**config.mk**
```make
export PLATFORM = sky130hd
export DESIGN_NAME = bank_read_mux
export DESIGN_NICKNAME = d
export VERILOG_FILES = /design/src/rtl/frame_pkg.sv /design/src/rtl/bank_read_mux.sv
export SDC_FILE = /design/constraint.sdc
export NUM_CORES = 1
export LEC_CHECK = 0
export BUFFER_PORTS_ARGS = -buffer_cell sky130_fd_sc_hd__buf_2
export CAP_MARGIN = 20
export CORE_MARGIN = 3
export CORE_UTILIZATION = 47
export DETAILED_ROUTE_END_ITERATION = 8
export PLACE_DENSITY_LB_ADDON = 0.05
export SKIP_LAST_GASP = 1
export SLEW_MARGIN = 15
export SYNTH_ARGS = -nofsm -noshare
export SYNTH_HDL_FRONTEND = slang
export SYNTH_SLANG_ARGS = --single-unit
```
**constraint.sdc**
```tcl
create_clock -name M10k_pll -period 10.2 [get_ports M10k_pll]
set_input_delay 1.53 -clock M10k_pll [delete_from_list [all_inputs] [get_ports M10k_pll]]
set_output_delay 1.53 -clock M10k_pll [all_outputs]
set_load 0.02 [all_outputs]
```
**src/rtl/frame_pkg.sv**
```systemverilog
package frame_pkg;

	////////////////////////////////////////
	// basic types
	////////////////////////////////////////

	// rgb332 colour, red in the top bits
	typedef logic [7:0] pixel_t;

	// escape iteration count from the source
	typedef logic [31:0] iter_t;

	// screen coordinate, also used for porch lengths
	typedef logic [9:0] coord_t;

	////////////////////////////////////////
	// vga timing record
	////////////////////////////////////////

	// each field holds the last index of its phase
	// horizontal in clocks, vertical in lines
	typedef struct packed {
		coord_t H_ACTIVE;
		coord_t H_FRONT;
		coord_t H_PULSE;
		coord_t H_BACK;
		coord_t V_ACTIVE;
		coord_t V_FRONT;
		coord_t V_PULSE;
		coord_t V_BACK;
	} vga_timing_t;

	// standard 640x480 at 60 Hz
	localparam vga_timing_t VGA_640X480 = '{
		H_ACTIVE: 10'd639, H_FRONT: 10'd15, H_PULSE: 10'd95, H_BACK: 10'd47,
		V_ACTIVE: 10'd479, V_FRONT: 10'd9, V_PULSE: 10'd1, V_BACK: 10'd32
	};

	// count to colour, first matching band wins
	// thresholds are the max count shifted right
	function automatic pixel_t color_of_iterations(input iter_t count, input iter_t max_iter);
		// points inside the set stay black
		if (count >= max_iter) return 8'b000_000_00;
		// upper half and quarter share one colour
		if (count >= (max_iter >>> 2)) return 8'b011_001_00;
		if (count >= (max_iter >>> 3)) return 8'b101_010_01;
		if (count >= (max_iter >>> 4)) return 8'b011_001_01;
		if (count >= (max_iter >>> 5)) return 8'b001_001_01;
		if (count >= (max_iter >>> 6)) return 8'b011_010_10;
		// fast escapes
		return 8'b010_100_10;
	endfunction

endpackage
```
**src/rtl/bank_read_mux.sv**
```systemverilog
module bank_read_mux #(
	parameter frame_pkg::vga_timing_t TIMING = frame_pkg::VGA_640X480,
	parameter int N_BANKS = 10,
	parameter int BANK_DEPTH = 30720
) (
	input  logic M10k_pll,
	input  frame_pkg::coord_t next_x,
	input  frame_pkg::coord_t next_y,
	output logic [$clog2(BANK_DEPTH)-1:0] rd_addr,
	input  frame_pkg::pixel_t bank_pixels [N_BANKS],
	output frame_pkg::pixel_t pixel
);

	localparam int LINE_W = int'(TIMING.H_ACTIVE) + 1;
	localparam int IDX_W = $clog2(N_BANKS * BANK_DEPTH);
	localparam int ADDR_W = $clog2(BANK_DEPTH);
	localparam int SEL_W = (N_BANKS > 1) ? $clog2(N_BANKS) : 1;

	// linear pixel index of the scan position
	logic [IDX_W-1:0] pixel_idx;
	// first index of the selected bank
	logic [IDX_W-1:0] bank_base;
	logic [SEL_W-1:0] bank_sel;
	// select lined up with the ram output
	logic [SEL_W-1:0] bank_sel_q;

	assign pixel_idx = IDX_W'(next_y * LINE_W + next_x);

	////////////////////////////////////////
	// bank decode
	////////////////////////////////////////

	// highest bank whose base is not above the index
	always_comb begin
		bank_sel = '0;
		bank_base = '0;
		for (int b = 1; b < N_BANKS; b++) begin
			if (pixel_idx >= IDX_W'(b * BANK_DEPTH)) begin
				bank_sel = SEL_W'(b);
				bank_base = IDX_W'(b * BANK_DEPTH);
			end
		end
	end

	// same local address goes to every bank
	assign rd_addr = ADDR_W'(pixel_idx - bank_base);

	// rams answer one edge later
	always_ff @(posedge M10k_pll) begin
		bank_sel_q <= bank_sel;
	end

	assign pixel = bank_pixels[bank_sel_q];

endmodule

```
* After elaboration in Yosys (flattened, before gate mapping) *
Index checks and enable logic that the tools add are counted.

storage, ports and cells
  flip-flop bits (word level) = 4
  bits of input ports = 101
  output and inout port bits = 23
  word-level logic and storage cells = 37

cells by class
  add/subtract/negate cells = 2
  $mul = 1
  magnitude comparators = 10
  multiplexer cells = 20
  bitwise operators = 1
  reductions and logical operators = 1

operators by type and width
  cell                     count
  $mux W15                 9
  $ge A19 B18 Y1 const B   4
  $ge A19 B17 Y1 const B   2
  $bmux W8 S4              1
  $mux W4                  6
  $add A19 B10 Y19         1
  $ge A19 B15 Y1 const B   1
  $ge A19 B16 Y1 const B   1
  $ge A19 B19 Y1 const B   1
  $mux W8                  2
  $sub A15 B15 Y15         1
  $mul A10 B3 Y12 const B  1
  $ge A5 B5 Y1 const B     1
  $not A4 Y5               1
  $mux W1                  2
  $reduce_or A2 Y1         1

* Logic depth before layout (Yosys ltp) *
  depth after elaboration = 13
  mapped depth = 17
  depth with buffers taken out = 17

* Worst setup path before layout *
No wires, ideal clock.

  path type = in2out
  from = in next_y[1]
  to = out rd_addr[13]
  data arrival time = 5.237 ns
  setup slack = 3.433 ns
  stages = 15
  path buffers = 0
  cell sequence = ha_1 -> ha_1 -> fa_1 -> a21o_2 -> a221oi_1 -> xnor2_1 -> nor3b_2 -> xnor3_2 -> nor3_1 -> o21bai_1 -> o311ai_1 -> ha_1 -> inv_1 -> fa_1 -> xor2_1

between the ends
  longest elaborated chain between the ends = 13
  elaborated cells on any way between the ends = 21

RTL lines
  element                line                 source
  from (decl)            bank_read_mux.sv:8   input frame_pkg::coord_t next_y,
  $mul A10 B3 Y12 *      bank_read_mux.sv:27  assign pixel_idx = IDX_W'(next_y * LINE_W + next_x);
  $add A19 B10 Y19 *     bank_read_mux.sv:27
  $ge A19 B15 Y1         bank_read_mux.sv:38  if (pixel_idx >= IDX_W'(b * BANK_DEPTH)) begin
  $mux W15 (9 in a row)  bank_read_mux.sv:38
  $sub A15 B15 Y15 *     bank_read_mux.sv:46  assign rd_addr = ADDR_W'(pixel_idx - bank_base);
  to (decl)              bank_read_mux.sv:9   output logic [$clog2(BANK_DEPTH)-1:0] rd_addr,

Every way passes the cells marked *; elsewhere a longest branch is shown, timed or not.

* Worst setup path in the final report *
  from = in next_y[1]
  to = out rd_addr[14]

Same word-level chain as after synthesis.

==> impl_summary.md <==
Yosys
Dividing the synthesized area by the synthesized cell count gives 9.20 um^2. The synthesized netlist contains 51 unique library cells. The mapped netlist covers 0.00192 mm^2.

The most used flip-flop cell after synthesis is sky130_fd_sc_hd__dfxtp_1. For this run, the number of Yosys warnings is 0. Sequential elements use 4.16% of the synthesized area. The post-synthesis async set-or-reset flop share is 0%. The post-synthesis net count is 335. The post-synthesis sequential element count is 4.

The synthesized design contains 0 enable-type register cells. The cell count after synthesis is 209.

Clock tree
CTS built an H-tree with a depth of 1. After clock tree synthesis, the clock-pin slew on the worst setup and hold paths is 0.03 ns. The clock sink total is 4. The maximum buffer depth of the clock tree is 2. The total of cells resized after clock tree synthesis is 0. The CTS tree is done.

In this run the post-CTS setup repair buffer count came out at 0. The number of hold buffers added after CTS was 0. The root buffer cell is sky130_fd_sc_hd__clkbuf_8. Buffers inserted during clock tree synthesis total 3.

GRT
The global-route wire length before repair is 8.94 mm. The initial antenna violation count is 0. For this run, the total global-route usage over all layers was measured as 21.9%. The via count of the first global-routing pass is 1,982. Entering global routing, the biggest net connects 25 pins.

The overall overflow remaining after global route is 0.

Worst setup path
The critical path data required time is 8.67 ns. The cell that appears most often on the critical path is sky130_fd_sc_hd__ha_1. Along the worst path, the maximum fanout reaches 8. The worst setup path is captured at a primary output. In this design, the stage delay of the slowest critical-path cell is 0.43 ns.

The most critical setup path has its startpoint at next_y[1]. The signal on the critical path passes through buf_2 -> ha_1 -> ha_1 -> fa_1 -> a21o_2 -> a221oi_1 -> xnor2_1 -> nand4_1 -> xnor2_2 -> nand4_1 -> o21ai_1 -> o31a_1 -> ha_1 -> a21o_1 -> a21oi_1 -> xnor2_1 -> buf_2. The setup path with the least slack is of type in -> out. The critical path contains buffers and inverters numbering 2 combined. The startpoint kind of the worst setup timing path is a primary input. Data arrives at the worst endpoint at 5.67 ns. For this design, the slowest cell found on the critical path is sky130_fd_sc_hd__fa_1. The largest delay contributor family on the critical path is compound AO/OA/AOI/OAI gates.

Outcome
The run finished with clean final reports.

Timing
For the pin with the worst max-slew slack, the measured transition is 0.728 ns. Setup violations remaining at the end of the flow were counted as 0. Setup repair after global routing left no endpoint under its margin.

The final hold violation count is 0. The final period utilization is 70.6%. After routing, the total negative slack on setup checks comes to 0 ns. Timing would allow up to 139 MHz. The number of pins exceeding their max-slew limit in the final report is 0. In this run the tightest slew margin relative to its limit is 51.4%. The worst path needs 7.20 ns of the cycle, external delays included.

Floorplan
The floorplan step defined a core boundary enclosing 0.00380 mm^2. The number of rows in the core area is 22. From left edge to right edge, the die measures 70.0 um. The y dimension of the die is 70.0 um. Once the floorplan was initialized, standard cells occupied 50.6% of the core. For this design the top-level I/O count stands at 124. The total die area is 0.00490 mm^2.

Final layout
More flip-flops sit in one register than any other, and that register is bank_sel_q. The number of standard cells in the layout, taps in and fillers out is 356. The largest registers in the layout are bank_sel_q (4).

The fraction of layout cells with a size suffix above 1 is 49.0%. In the final design database the tool counted 436 nets. The antenna diode count is 0. The layout-stage area growth over the synthesis result is 29.9%.

The register with the most flip-flops in the layout has 4 of them.

Drt
The residual antenna-violating net count after detailed routing is 0. The detailed-route vias per instance is 5.84. For this run, design rule violations remaining after detail routing come to 0. The via count is 2,078.

The number of iterations in the first detailed-routing pass is 4. In this run, the number of DRC markers left after iteration 0 of detailed routing was 105. In the final routed layout, each cell accounts on average for 15.7 um. The total wirelength of the detailed-routed design is 5.58 mm.

Placed design
The congestion estimate from routability-driven global placement came to 0.868. The number of instances in the placed design is 353. The post-detailed-placement half-perimeter wirelength is 4.80 mm. The number of buffer cells added on primary ports is 109.

Power
The share of power burned in combinational logic is 85.4%. Per report_power, the clock group accounts for 7.0% of the total. The internal power of the cells is 0.000228 W. The part of the total power dissipated in sequential elements is 7.6%. The total power per unit cell area is 188 mW/mm^2. The worst-case IR drop observed on VDD is 0.000135 V. In this run the power spent charging and discharging nets is 0.000242 W. In this run switching power makes up 51.5% of total power. The reported leakage power is 1.21 nW.

The design draws 0.000470 W.

Run
The number of max-cap violations is 0.

Hold path
The class of the most critical hold timing path is in -> reg. The beginning of the worst hold path is next_y[9].
## worst paths after layout
| check | to | cells past startpoint |
|---|---|---|
| worst min-delay path | bank_sel_q[0]$_SDFF_PP1_ | 3 |
| worst max-delay path | rd_addr[14] | 17 |
## tightest hold or removal path, stage by stage
cell,delay (ns)
sky130_fd_sc_hd__buf_2,0.09
sky130_fd_sc_hd__xnor3_2,0.33
sky130_fd_sc_hd__o311ai_1,0.13
## logic make-up (layout without fill, tap and decap cells)
| family | Yosys count | in the layout | synth area share [%] |
|---|---|---|---|
| mux | 26 | 26 | 24.5 |
| simple gates | 49 | 49 | 13.9 |
| fa+ha+maj | 25 | 25 | 17.4 |
| xor+xnor | 18 | 18 | 11.5 |
| buf+inv | 26 | 125 | 6.44 |
| compound gates | 61 | 61 | 22.1 |
| flops | 4 | 4 | 4.16 |
## routing by layer
layer | routed length (um) | vias to the layer above | part of all wire (%) | track usage [%]
met1 | 2160 | 948 | 39 | 26.8
met3 | 514 | 10 | 9.2 | 4.46
met5 | 0 | - | 0 | 0
met2 | 2800 | 121 | 50 | 37.9
li1 | - | 999 | - | -
met4 | 102 | 0 | 1.8 | 7.45
## stage by stage
step                utilization (%)  hold WS, ns  instance area (um^2)  worst slack (ns)
floorplan                         -         2.00                  1920              3.43
global placement               64.7         2.17                  2460              3.09
finish                         65.8         1.93                  2500              3.00
global route                   65.8         1.99                  2500              2.70
CTS                            65.8         1.93                  2500              3.00
detailed placement             64.7         2.15                  2460              3.02
## synth_stat cells (3+ instances only)
library cell,number,area (um^2)
sky130_fd_sc_hd__a21oi_1,23,115
sky130_fd_sc_hd__ha_1,22,275
sky130_fd_sc_hd__nand2_1,17,63.8
sky130_fd_sc_hd__mux4_2,16,360
sky130_fd_sc_hd__inv_1,10,37.5
sky130_fd_sc_hd__nor2_1,10,37.5
sky130_fd_sc_hd__a221oi_1,9,78.8
sky130_fd_sc_hd__mux2_2,8,90.1
sky130_fd_sc_hd__buf_4,7,52.6
sky130_fd_sc_hd__xnor2_1,7,61.3
sky130_fd_sc_hd__clkbuf_1,5,18.8
sky130_fd_sc_hd__xor2_1,5,43.8
sky130_fd_sc_hd__dfxtp_1,4,80.1
sky130_fd_sc_hd__nand3_1,4,20.0
sky130_fd_sc_hd__o21ai_0,4,20.0
sky130_fd_sc_hd__a21o_1,3,22.5
sky130_fd_sc_hd__a31oi_1,3,18.8
sky130_fd_sc_hd__and3_1,3,18.8
sky130_fd_sc_hd__fa_1,3,60.1
sky130_fd_sc_hd__nor2b_1,3,18.8
sky130_fd_sc_hd__nor3_1,3,15.0
## power by group through the flow
stage / sequential, W / combinational, W / clock, W
finish: 0.0000358 / 0.000401 / 0.0000330
global route: 0.0000377 / 0.000440 / 0.0000355
CTS: 0.0000357 / 0.000403 / 0.0000345
detailed placement: 0.0000358 / 0.000401 / 0
global placement: 0.0000362 / 0.000400 / 0
floorplan: 0.0000237 / 0.000322 / 0
## layout by cell type, fill, tap and decap left out, types with 4 or more instances in the layout
cell | netlist | final
sky130_fd_sc_hd__dfxtp_1 | 4 | 4
sky130_fd_sc_hd__inv_1 | 10 | 10
sky130_fd_sc_hd__nand3_1 | 4 | 4
sky130_fd_sc_hd__xnor2_1 | 7 | 7
sky130_fd_sc_hd__o21ai_0 | 4 | 4
sky130_fd_sc_hd__a21oi_1 | 23 | 23
sky130_fd_sc_hd__a221oi_1 | 9 | 9
sky130_fd_sc_hd__ha_1 | 22 | 22
sky130_fd_sc_hd__xor2_1 | 5 | 5
sky130_fd_sc_hd__mux4_2 | 16 | 16
sky130_fd_sc_hd__mux2_2 | 8 | 8
sky130_fd_sc_hd__nor2_1 | 10 | 10
sky130_fd_sc_hd__buf_2 | 0 | 109
sky130_fd_sc_hd__nand2_1 | 17 | 17
## area by class of cell
| cell class | count | area, um^2 |
|---|---|---|
| Multi-Input combinational cell | 179 | 1720 |
| Fill cell | 338 | 1300 |
| Timing Repair Buffer | 110 | 553 |
| Sequential cell | 4 | 80.1 |
| Tap cell | 48 | 60.1 |
| Inverter | 12 | 45.0 |
| Clock buffer | 3 | 41.3 |
No activity file was read; power rests on OpenSTA's default activity.
