$ cat config.mk
export PLATFORM = sky130hd
export DESIGN_NAME = bank_writer
export DESIGN_NICKNAME = d
export VERILOG_FILES = /design/src/rtl/frame_pkg.sv /design/src/rtl/bank_writer.sv
export SDC_FILE = /design/constraint.sdc
export NUM_CORES = 1
export LEC_CHECK = 0
export BUFFER_PORTS_ARGS = -buffer_cell sky130_fd_sc_hd__buf_2
export CORE_ASPECT_RATIO = 1.4
export CORE_MARGIN = 2
export CORE_UTILIZATION = 54
export DETAILED_ROUTE_END_ITERATION = 10
export PLACE_DENSITY = 0.95
export SETUP_SLACK_MARGIN = 0.1
export SYNTH_ARGS = -nofsm -noshare
export SYNTH_HDL_FRONTEND = slang
export SYNTH_SLANG_ARGS = --single-unit
$ cat constraint.sdc
create_clock -name M10k_pll -period 2.84 [get_ports M10k_pll]
set_clock_uncertainty 0.15 [all_clocks]
set_input_delay 0.568 -clock M10k_pll [delete_from_list [all_inputs] [get_ports M10k_pll]]
set_output_delay 0.568 -clock M10k_pll [all_outputs]
set_load 0.05 [all_outputs]
$ cat src/rtl/frame_pkg.sv
package frame_pkg;

	////////////////////////////////////////
	// basic types
	////////////////////////////////////////

	// rgb332 colour, red in the top bits
	typedef logic [7:0] pixel_t;

	// escape iteration count from the source
	typedef logic [31:0] iter_t;

	// screen coordinate, also used for porch lengths
	typedef logic [9:0] coord_t;

	////////////////////////////////////////
	// vga timing record
	////////////////////////////////////////

	// each field holds the last index of its phase
	// horizontal in clocks, vertical in lines
	typedef struct packed {
		coord_t H_ACTIVE;
		coord_t H_FRONT;
		coord_t H_PULSE;
		coord_t H_BACK;
		coord_t V_ACTIVE;
		coord_t V_FRONT;
		coord_t V_PULSE;
		coord_t V_BACK;
	} vga_timing_t;

	// standard 640x480 at 60 Hz
	localparam vga_timing_t VGA_640X480 = '{
		H_ACTIVE: 10'd639, H_FRONT: 10'd15, H_PULSE: 10'd95, H_BACK: 10'd47,
		V_ACTIVE: 10'd479, V_FRONT: 10'd9, V_PULSE: 10'd1, V_BACK: 10'd32
	};

	// count to colour, first matching band wins
	// thresholds are the max count shifted right
	function automatic pixel_t color_of_iterations(input iter_t count, input iter_t max_iter);
		// points inside the set stay black
		if (count >= max_iter) return 8'b000_000_00;
		// upper half and quarter share one colour
		if (count >= (max_iter >>> 2)) return 8'b011_001_00;
		if (count >= (max_iter >>> 3)) return 8'b101_010_01;
		if (count >= (max_iter >>> 4)) return 8'b011_001_01;
		if (count >= (max_iter >>> 5)) return 8'b001_001_01;
		if (count >= (max_iter >>> 6)) return 8'b011_010_10;
		// fast escapes
		return 8'b010_100_10;
	endfunction

endpackage
$ cat src/rtl/bank_writer.sv
module bank_writer #(
	parameter int BANK_DEPTH = 30720,
	parameter frame_pkg::iter_t MAX_ITER = 32'd100
) (
	input  logic M10k_pll,
	input  logic reset,
	input  logic restart,
	input  logic iter_valid,
	input  frame_pkg::iter_t iter_count,
	output logic iter_ready,
	output logic wr_en,
	output logic [$clog2(BANK_DEPTH)-1:0] wr_addr,
	output frame_pkg::pixel_t wr_pixel,
	output logic full
);
	import frame_pkg::*;

	localparam int ADDR_W = $clog2(BANK_DEPTH);
	localparam logic [ADDR_W-1:0] LAST_ADDR = ADDR_W'(BANK_DEPTH - 1);

	// next free slot in the bank
	logic [ADDR_W-1:0] addr;
	logic accept;
	// last slot taken, its write still one edge away
	logic last_in_flight;

	assign last_in_flight = wr_en && (wr_addr == LAST_ADDR);

	// stream stalls once the final item is taken
	// full itself waits for the ram write to land
	assign iter_ready = !(full || last_in_flight);
	assign accept = iter_valid && iter_ready;

	////////////////////////////////////////
	// control
	////////////////////////////////////////

	always_ff @(posedge M10k_pll) begin
		if (reset || restart) begin
			addr <= '0;
			full <= 1'b0;
			wr_en <= 1'b0;
		end else begin
			// one write per accepted count
			wr_en <= accept;
			if (accept) begin
				// wrap so a refill starts at zero
				addr <= (addr == LAST_ADDR) ? '0 : addr + 1'b1;
			end
			// set as the last address is written
			if (last_in_flight) begin
				full <= 1'b1;
			end
		end
	end

	////////////////////////////////////////
	// write data
	////////////////////////////////////////

	always_ff @(posedge M10k_pll) begin
		if (accept) begin
			wr_addr <= addr;
			// colour mapped on the way in
			wr_pixel <= color_of_iterations(iter_count, MAX_ITER);
		end
	end

endmodule

Yosys cells after proc, flatten, opt, wreduce, memory -nomap -nowiden
Index checks and enable logic that the tools add are counted.
{"block": "word_totals", "mem_bits_ro": 0, "inputBits": 36, "n_memories": 0, "word_cells": 62, "latchBits": 0, "out_inout_bits": 26, "reg_bits": 40, "ramBits": 0}
{"block": "op_classes", "n_eq_ne": 2, "magnitude_cmp": 6, "muxes": 43, "bitwise_logic": 0, "n_mul": 0, "n_addsub": 1, "div_mod_pow": 0, "shifts": 0, "reduce_logical": 5}
{"cell": "$mux 8", "n": 15}
{"cell": "$ge 32x1->1 const B", "n": 1}
{"cell": "$ge 32x2->1 const B", "n": 1}
{"cell": "$ge 32x3->1 const B", "n": 1}
{"cell": "$ge 32x4->1 const B", "n": 1}
{"cell": "$ge 32x5->1 const B", "n": 1}
{"cell": "$ge 32x7->1 const B", "n": 1}
{"cell": "$eq 15x15->1 const B", "n": 2}
{"cell": "$mux 1", "n": 27}
{"cell": "$add 15x1->15 const B", "n": 1}
{"cell": "$mux 15", "n": 1}
{"cell": "$logic_and 1x1->1", "n": 2}
{"cell": "$logic_or 1x1->1", "n": 2}
{"cell": "$logic_not 1->1", "n": 1}

Longest topological paths before layout
Gate-level depths: netlist (run 1).
{"block": "logic_depth", "ltp_word": 32, "depth_mapped": 6, "mapped_depth_nobuf": 5}

Least setup slack after synthesis (run 1)
No wires, ideal clock.
{"block": "synth_path", "kind": "register to output", "start": "register wr_addr[2]", "end": "output port iter_ready", "slack_ps": 516, "t_arrival_ps": 1606, "path_stages_with_launch": 4, "n_path_buf": 0, "t_required_ps": 2122, "cell_sequence": "edfxtp_1 -> nand4_1 -> nor4_1 -> nor2_1"}
{"block": "synth_between", "elab_chain_cells": 4}
{"element": "from (decl)", "line": "bank_writer.sv:12", "source": "output logic [$clog2(BANK_DEPTH)-1:0] wr_addr,"}
{"element": "from (signal assigned)", "line": "bank_writer.sv:63", "source": "wr_addr <= addr;"}
{"element": "$eq 15x15->1", "line": "bank_writer.sv:27", "source": "assign last_in_flight = wr_en && (wr_addr == LAST_ADDR);"}
{"element": "$logic_and 1x1->1", "line": "bank_writer.sv:27"}
{"element": "$logic_or 1x1->1", "line": "bank_writer.sv:31", "source": "assign iter_ready = !(full || last_in_flight);"}
{"element": "$logic_not 1->1", "line": "bank_writer.sv:31"}
{"element": "to (decl)", "line": "bank_writer.sv:10", "source": "output logic iter_ready,"}
Every way passes these cells.

Worst setup path in the final report (run 1)
{"block": "layout_path", "start": "register wr_addr[11]", "end": "output port iter_ready"}
Same word-level chain as after synthesis.

==> run summary, run 1 <==
The worst path meets setup with 0.660 ns of slack. The maximum root-to-sink buffer count was 2. The internal reg-to-reg setup slack was 0.72 ns; the clock-pin transition on the worst setup and hold timing paths was 0.08 ns. The run gives 459 MHz as the highest attainable clock frequency. At the pin with the least slew margin, the transition time is 0.602 ns. OpenSTA, run right after detailed placement, puts the worst setup slack at 0.601 ns. The total met2 wirelength after detailed routing was 2350 um; the fraction of layout instances using a drive strength above 1 was 34.8%. The largest fanout on the critical path is 2, and the amount of wire on met3 after detailed routing is 327 um.

Global routing consumed, over all layers together, 23.6% of the routing resources. Summing every instance area after synthesis gives 1920 um^2. For this design, the sink count on the clock tree is 40. For this design the static power due to leakage is 0.912 nW. From bottom edge to top edge, the die measures 74.6 um.

From left edge to right edge, the die measures 54.4 um. Leaving out fill and tap cells, the most frequent cell in the layout is sky130_fd_sc_hd__buf_2. The total of max-cap violations was 0; the detailed placement HPWL was 3230 um. At the later pin of the worst-skew pair, clock insertion delay measures 0.30 ns. Kind of path behind the tightest hold check: flop to flop.

The worst-case vdd ir drop came out at 0.531 mV. In the synthesized netlist, the number of instances is 180. The routed design could run at a clock period as short as 2.18 ns.

The final critical path takes up 76.8% of the cycle. The tools report the number of top-level pins as 62. The final worst hold slack is 0.378 ns, and the diode insertion count for antenna repair is 0. The routed design has 4270 um of wire. In the routed layout, each cell is associated on average with a via count of 6.06. The buffers inserted during post-CTS setup optimization was 0. The worst setup path is captured at an output pin. The detail route stage leaves a number of antenna-violating nets equal to 0. The setup path with the least slack is of type flop to output pin. The headroom to the max-slew limit is 59.7%, and the post-synthesis cell type count is 45.

The ratio of total power to cell area works out to 511 nW/um^2. For the net count after synthesis, the log shows 217. The proportion of register bits with asynchronous set or reset after synthesis is 0%, and the sequential area share after synthesis is 53.7%. TritonCTS built the clock tree. Setup repair after global routing left no endpoint under its margin. The total iterations of the first detailed-routing run is 4. In the layout the commonest cells are sky130_fd_sc_hd__buf_2, sky130_fd_sc_hd__edfxtp_1, sky130_fd_sc_hd__nand2_1.

Number of antenna violations at the first check in global routing: 0. For the max-slew violation total from the final report, the log shows 0. The initial utilization of the core area, before any placement, comes to 56.9%.

Data arrives at the worst endpoint at 1.46 ns. First-pass GRT wire length: 6730 um. The average instance in the mapped netlist occupies 10.7 um^2. The tools report the deepest level of the CTS H-tree as 2. Dividing the detail-routed wire length by the instance count gives 14.9 um.

For the final routed database, the setup TNS stands at 0 ns. The die covers 4060 um^2. The tools report the post-cts resize count as 0. Synthesis inferred 40 register bits. The routed length on met1 was 1480 um; the placer congestion estimate was 0.875.

Predominant post-synthesis flop cell: sky130_fd_sc_hd__edfxtp_1. The relative area change from synthesis to final layout is 23.5%. Walking the worst path, the cells encountered are nand4b_1 -> nor4_1 -> nor2_1 -> buf_2.

The clock buffer count from CTS is 5, and the count of yosys warnings during synthesis is 0. For this design, the slowest cell found on the critical path is sky130_fd_sc_hd__edfxtp_1. The first routing iteration left 77 violations.

For this design, the CTS-stage hold fixing added 0 buffers. The maximum cell stage delay along the critical path works out to 0.38 ns. After floorplanning, the core was divided into 25 placement rows. The hold violation total from the final report is 0. STA puts the critical path data required time at 2.12 ns. The number of global-route vias before repair came out at 1603. Signal routing reaches up to met4. After global routing the overflow that remains totals 0. Entering global routing, the biggest net connects 18 pins.

The flow ran to the end, and the final reports show no timing, DRC or antenna violations. Root cell of the clock tree: sky130_fd_sc_hd__clkbuf_8. The region available for standard cell placement spans 3380 um^2.

The tools report the number of nets in the layout as 283. For this run, design rule violations remaining after detail routing come to 0. Setup violations remaining at the end of the flow were counted as 0.

The number of synthesized flops with an enable pin came out at 23. The tools report the startpoint class of the critical path as a flop. The detailed-route via count is 1740. Port buffering added 61 buffers.
[critical path: cells and delay by family, from the launching register on]
kind          cells  cell delay (ns)
flops             1             0.38
simple gates      3             0.56
buf+inv           1             0.22
[layer usage]
metal / track usage, % / up-vias
met5: 0 / -
met4: 12.2 / 0
met3: 6.63 / 11
met2: 42.4 / 88
met1: 23.9 / 812
li1: - / 829
[state kept, by name, summed over array words and instances, names as in the netlist]
signal and flops:
full 1, wr_en 1, addr 15, wr_addr 15, wr_pixel 8
[worst paths after layout]
path,from,end,cells past startpoint
worst max-delay path,wr_addr[11]$_DFFE_PP_,iter_ready,4
worst min-delay path,addr[14]$_SDFFE_PP0P_,wr_addr[14]$_DFFE_PP_,0
worst max register to register,addr[1]$_SDFFE_PP0P_,addr[10]$_SDFFE_PP0P_,5
worst min register to register,addr[14]$_SDFFE_PP0P_,wr_addr[14]$_DFFE_PP_,0
[cells in the mapped netlist, types with 2 or more instances]
cell type / count / area [um^2]
sky130_fd_sc_hd__nor2b_1: 4 / 25.0
sky130_fd_sc_hd__a21oi_1: 7 / 35.0
sky130_fd_sc_hd__clkbuf_1: 2 / 7.51
sky130_fd_sc_hd__dfxtp_1: 17 / 340
sky130_fd_sc_hd__o21a_1: 2 / 15.0
sky130_fd_sc_hd__nor3_1: 6 / 30.0
sky130_fd_sc_hd__o22ai_1: 5 / 31.3
sky130_fd_sc_hd__o31ai_1: 2 / 15.0
sky130_fd_sc_hd__nand2_1: 18 / 67.6
sky130_fd_sc_hd__a21oi_2: 5 / 43.8
sky130_fd_sc_hd__edfxtp_1: 23 / 691
sky130_fd_sc_hd__nand4b_1: 3 / 26.3
sky130_fd_sc_hd__and3_1: 3 / 18.8
sky130_fd_sc_hd__nand2b_1: 2 / 12.5
sky130_fd_sc_hd__and2_1: 4 / 25.0
sky130_fd_sc_hd__inv_1: 2 / 7.51
sky130_fd_sc_hd__nand4_1: 11 / 68.8
sky130_fd_sc_hd__nand3_1: 7 / 35.0
sky130_fd_sc_hd__a21boi_0: 2 / 15.0
sky130_fd_sc_hd__nor2_1: 12 / 45.0
sky130_fd_sc_hd__o21ai_0: 3 / 15.0
sky130_fd_sc_hd__or3_1: 8 / 50.1
sky130_fd_sc_hd__nor4_1: 10 / 62.6
[report_power, final]
part	total (W)	internal, W	switching, W
clock	0.000456	0.000261	0.000195
combinational	0.000128	0.0000384	0.0000894
sequential	0.000629	0.000623	0.00000619
total	0.00121	0.000922	0.000291
[kinds of logic (layout without fill, tap and decap cells)]
kind of cell / after synthesis / count (layout) / share of synthesized area (%)
buffers and inverters: 7 / 74 / 1.95
adder cells (fa/ha/maj): 1 / 1 / 0.651
XOR/XNOR: 1 / 1 / 0.456
AND/OR/NAND/NOR: 95 / 95 / 28.3
AO/OA/AOI/OAI: 36 / 36 / 14.9
flip-flops: 40 / 40 / 53.7
[area by class of cell]
class / instances / area (um^2)
inverters: 3 / 11.3
well taps: 40 / 50.0
clock inverters: 2 / 35.0
clock buffers: 6 / 72.6
multi-input cells: 133 / 852
fillers: 269 / 1010
repair buffers: 63 / 320
flip-flops and latches: 40 / 1030
[through the flow]
step	instances	power, W	cell area (um^2)	util, %
final	287	0.00121	2370	70.2
after CTS	287	0.00122	2370	70.2
after detailed placement	279	0.000770	2260	67.0
after global routing	287	0.00125	2370	70.2
after global placement	279	0.000767	2260	67.0
after floorplan	180	0.000720	1920	-
Power figures use the tool's default switching activity.
==> run 2: changes to the inputs <==
CORE_UTILIZATION = 45   (was 54)
PLACE_DENSITY = 0.86   (was 0.95)
clock period = 1.78 ns   (was 2.84 ns; I/O delays follow)
==> run 2 against run 1 <==
Largest cell class unchanged; critical path depth is the same; cell count is 14% higher; global-route usage down 1.5 points; wire length increased by 20%; the flow now finishes with violations (setup timing); final area grew 20%; combinational power rose by 100%; utilization down 1.9 points; register-to-register slack lost 0.81 ns.
==> run summary, run 2 (same netlist as run 1, synthesis figures left out) <==
STA classifies the critical path endpoint as an output pin. The number of global-route vias before repair is 1832 (+14%), and the number of top-level pins is 62 (unchanged). The largest registers in the layout are addr x15, wr_addr x15, wr_pixel x8. The number of DRC violations after detailed routing is 0 (unchanged).

The run gives 102 (+32%) as the iteration-0 DRC count of the detailed router. The smallest setup slack after layout is -0.105 ns (-0.765 ns), and the number of cells on the worst reg-to-reg path is 6 (+1). Routed signal wires occupy layers up through met4.

Design internal power: 0.00154 W (+67%). For the amount of wire on met3 after detailed routing, the log shows 419 um (+28%). The slowest stage of the critical path is the sky130_fd_sc_hd__edfxtp_1 cell. For the pin count of the biggest net entering global routing, the log shows 17 (-1). The final antenna-violating net count was 0 (unchanged); the time the worst path needs with I/O delays and setup was 1.88 ns. The first-pass GRT wire length came out at 7940 um (+18%). The deepest level of the CTS H-tree is 2 (unchanged). The effective utilization at floorplan is 46.1% (-11 points), and the overall track demand over capacity in global routing is 22.1% (-1.5 points). The standard cell area after detailed placement was 2440 um^2 (+8.0%). The number of buffers inserted by port buffering was 61 (unchanged); the highest attainable clock frequency was 531 MHz.

The path with the worst hold slack has its endpoint at wr_pixel[6]$_SDFFCE_PP0P_. The worst hold path depth works out to 2 (+2). The library cell used most frequently in the layout, excluding fill and tap cells, is sky130_fd_sc_hd__buf_2.

The run gives 5120 um (+20%) as the aggregate routed wire length. For the instance count after placement with tap cells included, the log shows 305 (+9.3%). The tools report the part of the total power dissipated in combinational logic as 12.8% (+2.3 points). The internal reg-to-reg setup slack came out at -0.09 ns (-0.81 ns). The clock group share of total power was 37.5% (about the same). Setup repair after global routing could not meet its margin everywhere.

The share of total power consumed by net switching is 23.6% (-0.36 points). The ratio of total power to cell area is 708 nW/um^2 (+38%). The flow ran to the end, but the final reports show violations. The clock-pin transition on the worst setup and hold timing paths came out at 0.07 ns (about the same).

Worst-margin pin slew: 0.433 ns (-0.169 ns). For the number of fill cells, the log shows 302 (+12%). TritonCTS built the clock tree. The maximum cell stage delay along the critical path works out to 0.35 ns (-0.03 ns). In this run the most critical hold path is launched from iter_count[5]. The final instance area was 2850 um^2 (+20%); the arrival time reported for the critical path endpoint was 1.38 ns (-0.08 ns).

The fraction of power consumed by sequential logic is 49.7% (-2.2 points), and the number of clock sinks seen by CTS is 40 (unchanged). The run gives 981 um^2 (+15%) as the area of the multi-input gates. The tools report the startpoint of the worst register-to-register path as wr_addr[10]$_DFFE_PP_. The vias per cell came out at 5.88 (-3.0%).

The final cycle utilization of the critical path is 106%, and the total of max-cap violations is 0 (unchanged). Leakage power figure: 1.13 nW (+23%). The number of placement rows was 28 (+12%). The maximum root-to-sink buffer count is 2 (unchanged).

The tools report the max-slew violation total from the final report as 0 (unchanged). The tools report the final worst hold slack as 0.273 ns (-0.105 ns). The type of the worst setup path is flop to output pin.

For the required time of the critical path, the log shows 1.27 ns (-0.85 ns). The tools report the end of the worst register-to-register path as wr_addr[8]$_DFFE_PP_. The library cells used most frequently in the layout, excluding fill and tap cells, are sky130_fd_sc_hd__buf_2, sky130_fd_sc_hd__buf_4, sky130_fd_sc_hd__edfxtp_1. Diode insertion count for antenna repair: 0 (unchanged). The number of setup violations in the final report came out at 38 (+38). From synthesis to final layout, the design area changed by 48.4%. The root buffer cell chosen for the clock tree is sky130_fd_sc_hd__clkbuf_8. For the detailed placement HPWL, the log shows 3380 um (+4.5%). The checks that failed: setup timing. The run gives 5 (unchanged) as the clock buffer count from CTS. The number of nets in the layout came out at 319 (+13%). The tools report the worst setup slack before clock tree synthesis as -0.144 ns (-0.744 ns). The signal on the critical path passes through nand4_1 -> nor4_2 -> nor2_2 -> buf_6. The detailed-route via count is 1928 (+11%), and the total iterations of the first detailed-routing run is 4 (unchanged). The insertion delay to the later sink of the worst-skew pair was 0.30 ns (about the same). The die extent in x is 59.2 um (+8.8%), and the placer congestion estimate is 0.894 (+2.2%). Die outline area: 4810 um^2 (+19%). The height of the die was 81.3 um (+9.0%). The floorplan core area was 4170 um^2 (+23%). The run gives 70.8% (+11 points) as the headroom to the max-slew limit. The kind of path behind the tightest hold check is input port to flop. The final standard cell count with taps included and fillers excluded was 328 (+14%).

The largest fanout on the critical path was 2 (unchanged). The worst-case vdd ir drop was 0.569 mV (+7.1%); the per-cell routed wire length was 15.6 um (+4.8%). The total met2 wirelength after detailed routing was 2810 um (+20%); the register cell area after layout was 1030 um^2 (+0.24%). The logs give 0 (unchanged) for the hold violation total from the final report and 0.000476 W (+64%) for the switching power of the nets. The routed length on met1 is 1710 um (+16%).

The worst setup path is launched from a flop. The aggregate global routing overflow is 0 (unchanged), and the fraction of layout instances using a drive strength above 1 is 51.2% (+16 points). The number of antenna violations at the first check in global routing came out at 0 (unchanged).
[run 2: changes by cell type in the layout (fill, tap and decap cells not counted), moves of 3 or more]
cell / previous run / this run
sky130_fd_sc_hd__o21ai_0: 3 / 0
sky130_fd_sc_hd__o21ai_2: 0 / 3
sky130_fd_sc_hd__or3_1: 8 / 5
sky130_fd_sc_hd__a21oi_2: 5 / 10
sky130_fd_sc_hd__buf_6: 0 / 5
sky130_fd_sc_hd__buf_4: 2 / 28
sky130_fd_sc_hd__a21oi_1: 7 / 2
sky130_fd_sc_hd__nor4_2: 0 / 4
sky130_fd_sc_hd__or3_4: 0 / 3
sky130_fd_sc_hd__nor4_1: 10 / 6
[run 2: cell type report]
class | count | share of cell area, %
Sequential cell | 40 | 36.3
Multi-Input combinational cell | 134 | 34.4
Timing Repair Buffer | 95 | 21.1
Clock buffer | 6 | 2.90
Tap cell | 45 | 1.98
Timing Repair inverter | 3 | 1.27
Clock inverter | 2 | 1.19
Inverter | 3 | 0.878
[run 2: worst max path at each step]
stage                                      from                   endpoint  slack, ns
after global placement           iter_count[19]  wr_pixel[3]$_SDFFCE_PP0P_      -0.07
after CTS                 wr_addr[11]$_DFFE_PP_                 iter_ready      -0.21
after detailed placement         iter_count[19]  wr_pixel[3]$_SDFFCE_PP0P_      -0.14
after floorplan            wr_addr[1]$_DFFE_PP_       addr[8]$_SDFFE_PP0P_      -0.36
final                      wr_addr[5]$_DFFE_PP_                 iter_ready      -0.10
after global routing      wr_addr[11]$_DFFE_PP_       wr_addr[8]$_DFFE_PP_      -0.20
[run 2: worst max-delay path: cells and delay by family, from the launching register on]
family	cells	cell delay (ns)
buffers and inverters	1	0.16
DFF	1	0.35
and+or+nand+nor	3	0.59
[run 2: timing repair]
action / 4_1_cts / 5_1_grt
pin swaps: 13 / 9
buffers inserted: 7 / 4
gates resized for setup: 21 / 20
endpoints found under the setup margin: 13 / 41
gates cloned: 3 / 1
hold buffers: 0 / 0
[run 2: power by group through the flow]
| stage | Combinational, W | Clock (W) | Sequential (W) |
|---|---|---|---|
| finish | 0.000257 | 0.000756 | 0.00100 |
| CTS | 0.000243 | 0.000763 | 0.00100 |
| global placement | 0.000214 | 0 | 0.00102 |
| detailed placement | 0.000218 | 0 | 0.00102 |
| global route | 0.000275 | 0.000796 | 0.00100 |
| floorplan | 0.0000593 | 0 | 0.00109 |
[run 2: metal layers]
metal	vias to the layer above	GRT usage, %
met1	892	19.4
met3	17	7.17
li1	909	-
met5	-	0
met2	110	42.1
met4	0	12.5
[run 2: stage by stage]
stage	setup TNS (ns)	power, W	util (%)
after floorplan	-11.21	0.00115	-
after global placement	-0.131	0.00124	58.6
after detailed placement	-0.688	0.00124	58.6
after CTS	-1.41	0.00201	65.5
after global routing	-6.47	0.00208	68.4
final	-2.40	0.00202	68.4
==> run 3: changes to the inputs <==
PLACE_DENSITY = 0.76   (was 0.86)
==> run 3 against run 2 <==
The flow still finishes with violations (setup timing); fmax shrank 0.39%; sequential share of layout area grew 0.40 points; power shrank 9.5%; via count grew 0.21%; first-iteration DRC count shrank 37%; global-route usage shrank 1.1 points; clock power shrank 25%; utilization shrank 0.75 points; critical endpoint is now addr[14]$_SDFFE_PP0P_; count of clock-buffer cells in the layout grew 1; critical path depth grew 2; final area shrank 1.1%; critical path type is now flop to flop.
==> run summary, run 3 (same netlist as run 1, synthesis figures left out) <==
The flow ran to the end, but the final reports show violations. The checks that failed: setup timing. The diode insertion count for antenna repair was 0 (unchanged). The ratio of total power to cell area was 648 nW/um^2 (-8.5%). The endpoint of the worst setup timing path is addr[14]$_SDFFE_PP0P_. The logs give 4170 um^2 (unchanged) for the floorplan core area and 46.1% (unchanged) for the effective utilization at floorplan. The startpoint class of the critical path was a flop.

The logs give -2.26 ns (+0.145 ns) for the sum of negative setup slack and 54.9% (+5.2 points) for the fraction of power consumed by sequential logic. CTS placed an instance of sky130_fd_sc_hd__clkbuf_8 at the clock tree root. For the part of the total power dissipated in combinational logic, the log shows 14.3% (+1.5 points). On the critical path, the stage with the largest delay is an instance of sky130_fd_sc_hd__o41ai_1. TritonCTS built the clock tree. Clock buffer count from CTS: 5 (unchanged).

The pin count of the biggest net entering global routing was 17 (unchanged). The startpoint of the worst setup timing path is wr_addr[13]$_DFFE_PP_. The detailed placement HPWL is 3380 um (about the same), and the combined buffer and inverter count along the critical path is 2 (+1). The placer congestion estimate was 0.870 (-2.7%). The maximum root-to-sink buffer count was 2 (unchanged); the insertion delay to the later sink of the worst-skew pair was 0.29 ns (about the same). The maximum cell stage delay along the critical path works out to 0.55 ns (+0.20 ns). The critical path goes through nand4_1 -> buf_4 -> o41ai_4 -> buf_6 -> o41ai_1 -> a21oi_2. The smallest setup slack after layout is -0.112 ns (-0.00742 ns), and the clock group share of total power is 30.9% (-6.6 points). For the number of placement rows, the log shows 28 (unchanged). The number of hold buffers added after cts was 0 (unchanged); the detailed-route via count was 1932 (+0.21%). The run gives 0 (unchanged) as the aggregate global routing overflow.

The relative area change from synthesis to final layout came out at 46.8%. The highest attainable clock frequency is 528 MHz (-0.39%), and the per-cell routed wire length is 15.3 um (-1.8%). The total power after layout is 0.00183 W (-9.5%). Time the worst path needs with I/O delays and setup: 1.89 ns (+0.00742 ns). The number of global-route vias before repair was 1797 (-1.9%); the switching power of the nets was 0.000461 W (-3.2%). The worst-margin pin slew is 0.524 ns (+0.0907 ns), and the total iterations of the first detailed-routing run is 4 (unchanged). The deepest level of the CTS H-tree came out at 2 (unchanged). The worst-case vdd ir drop was 0.450 mV (-21%).

Required time of the critical path: 1.80 ns (+0.53 ns). The worst hold path belongs to the class input port to flop. The number of buffers inserted by port buffering was 61 (unchanged); the arrival time reported for the critical path endpoint was 1.91 ns (+0.53 ns).

The worst register-to-register path begins at wr_addr[13]$_DFFE_PP_. The tools report the aggregate routed wire length as 5000 um (-2.4%). The max-slew violation total from the final report was 0 (unchanged); the internal reg-to-reg setup slack was -0.11 ns (-0.02 ns). The largest fanout on the critical path was 6 (+4); the number of DRC violations after detailed routing was 0 (unchanged). Setup repair after global routing could not meet its margin everywhere.

The die outline area was 4810 um^2 (unchanged); the die extent in x was 59.2 um (unchanged). The capturing element type of the critical path is a flop. The instance count after placement with tap cells included was 305 (unchanged). For the first-pass GRT wire length, the log shows 7600 um (-4.3%). The final cycle utilization of the critical path is 106% (+0.42 points). The number of setup violations in the final report was 38 (unchanged); the iteration-0 DRC count of the detailed router was 64 (-37%). The logs give 0.00136 W (-11%) for the design internal power and 0 (unchanged) for the total of max-cap violations. Number of gates on the worst path with buffers counted: 6 (+2). The top cell types in the final layout, fill and taps aside, are sky130_fd_sc_hd__buf_2, sky130_fd_sc_hd__buf_4, sky130_fd_sc_hd__edfxtp_1. The kind of cell with the highest combined delay along the critical path is compound AO/OA/AOI/OAI gates.

The worst register-to-register path ends at addr[14]$_SDFFE_PP0P_. For the leakage power figure, the log shows 1.11 nW (-1.3%). Headroom to the max-slew limit: 64.6% (-6.2 points). The overall track demand over capacity in global routing is 21.0% (-1.1 points), and the height of the die is 81.3 um (unchanged). The run gives 317 (-0.63%) as the number of nets in the layout. Leading cell type in the layout, fill and taps excluded: sky130_fd_sc_hd__buf_2. The final antenna-violating net count came out at 0 (unchanged). The run gives 0 (unchanged) as the hold violation total from the final report.

The share of total power consumed by net switching was 25.2% (+1.6 points); the clock-pin transition on the worst setup and hold timing paths was 0.07 ns (about the same). In the final layout, the registers with the most flip-flops are addr x15, wr_addr x15, wr_pixel x8. The final standard cell count with taps included and fillers excluded was 326 (-0.61%); the number of antenna violations at the first check in global routing was 0 (unchanged).

The logs give 40 (unchanged) for the number of clock sinks seen by CTS and 67.6% (-0.75 points) for the core occupancy in the finished layout. The fraction of layout instances using a drive strength above 1 is 50.9% (-0.35 points), and the number of cells on the worst reg-to-reg path is 6 (unchanged). The type of the worst setup path was flop to flop.

The vias per cell is 5.93 (+0.82%), and the final worst hold slack is 0.288 ns (+0.0148 ns). The number of top-level pins came out at 62 (unchanged).
-- run 3: changes by cell type in the layout (fill, tap and decap cells not counted), moves of 2 or more --
cell,change
sky130_fd_sc_hd__nand3_1,-2
sky130_fd_sc_hd__clkbuf_1,+2
sky130_fd_sc_hd__or3_1,+2
sky130_fd_sc_hd__buf_4,-3
sky130_fd_sc_hd__or3_4,-2
-- run 3: stage by stage --
stage | setup slack, ns | cell area [um^2]
floorplan | -0.363 | 1940
global placement | -0.0944 | 2440
detailed placement | -0.116 | 2440
CTS | -0.181 | 2710
global route | -0.240 | 2820
finish | -0.112 | 2820
-- run 3: routing by layer --
metal	vias to the layer above	part of all wire [%]	global-route usage (%)	routed length [um]
met1	897	35	20.1	1750
met3	24	7.4	5.41	370
li1	910	-	-	-
met4	0	4.3	11.1	215
met5	-	0	0	0
met2	101	53	39.5	2660
-- run 3: area by class of cell --
cell class                 instances  area [um^2]
inverter                           3         25.0
timing repair inverter             3         38.8
fill                             322         1350
clock inverter                     1         5.00
sequential                        40         1030
timing repair buffer              93          591
tap                               45         56.3
clock buffer                       7         76.3
multi-input combinational        134          993
-- run 3: power groups by stage --
stage / combinational, W / clock (W) / sequential, W
floorplan: 0.0000593 / 0 / 0.00109
global placement: 0.000215 / 0 / 0.00102
detailed placement: 0.000218 / 0 / 0.00102
CTS: 0.000245 / 0.000570 / 0.00100
global route: 0.000278 / 0.000602 / 0.00100
finish: 0.000260 / 0.000564 / 0.00100
-- run 3: worst min-delay path by stage --
stage / from / end / slack, ns / cells after the start
after floorplan: addr[14]$_SDFFE_PP0P_ / wr_addr[14]$_DFFE_PP_ / 0.32 / 0
after global placement: full$_SDFFE_PP0P_ / full$_SDFFE_PP0P_ / 0.35 / 2
after detailed placement: full$_SDFFE_PP0P_ / full$_SDFFE_PP0P_ / 0.38 / 2
after CTS: iter_count[5] / wr_pixel[6]$_SDFFCE_PP0P_ / 0.27 / 2
after global routing: iter_count[5] / wr_pixel[6]$_SDFFCE_PP0P_ / 0.30 / 2
final: iter_count[5] / wr_pixel[6]$_SDFFCE_PP0P_ / 0.29 / 2
-- run 3: timing repair --
item                       CTS  global route
setup endpoints to repair   14            41
buffers inserted             7             2
gates cloned                 3             1
pin swaps                   12            12
gates resized for setup     24            21
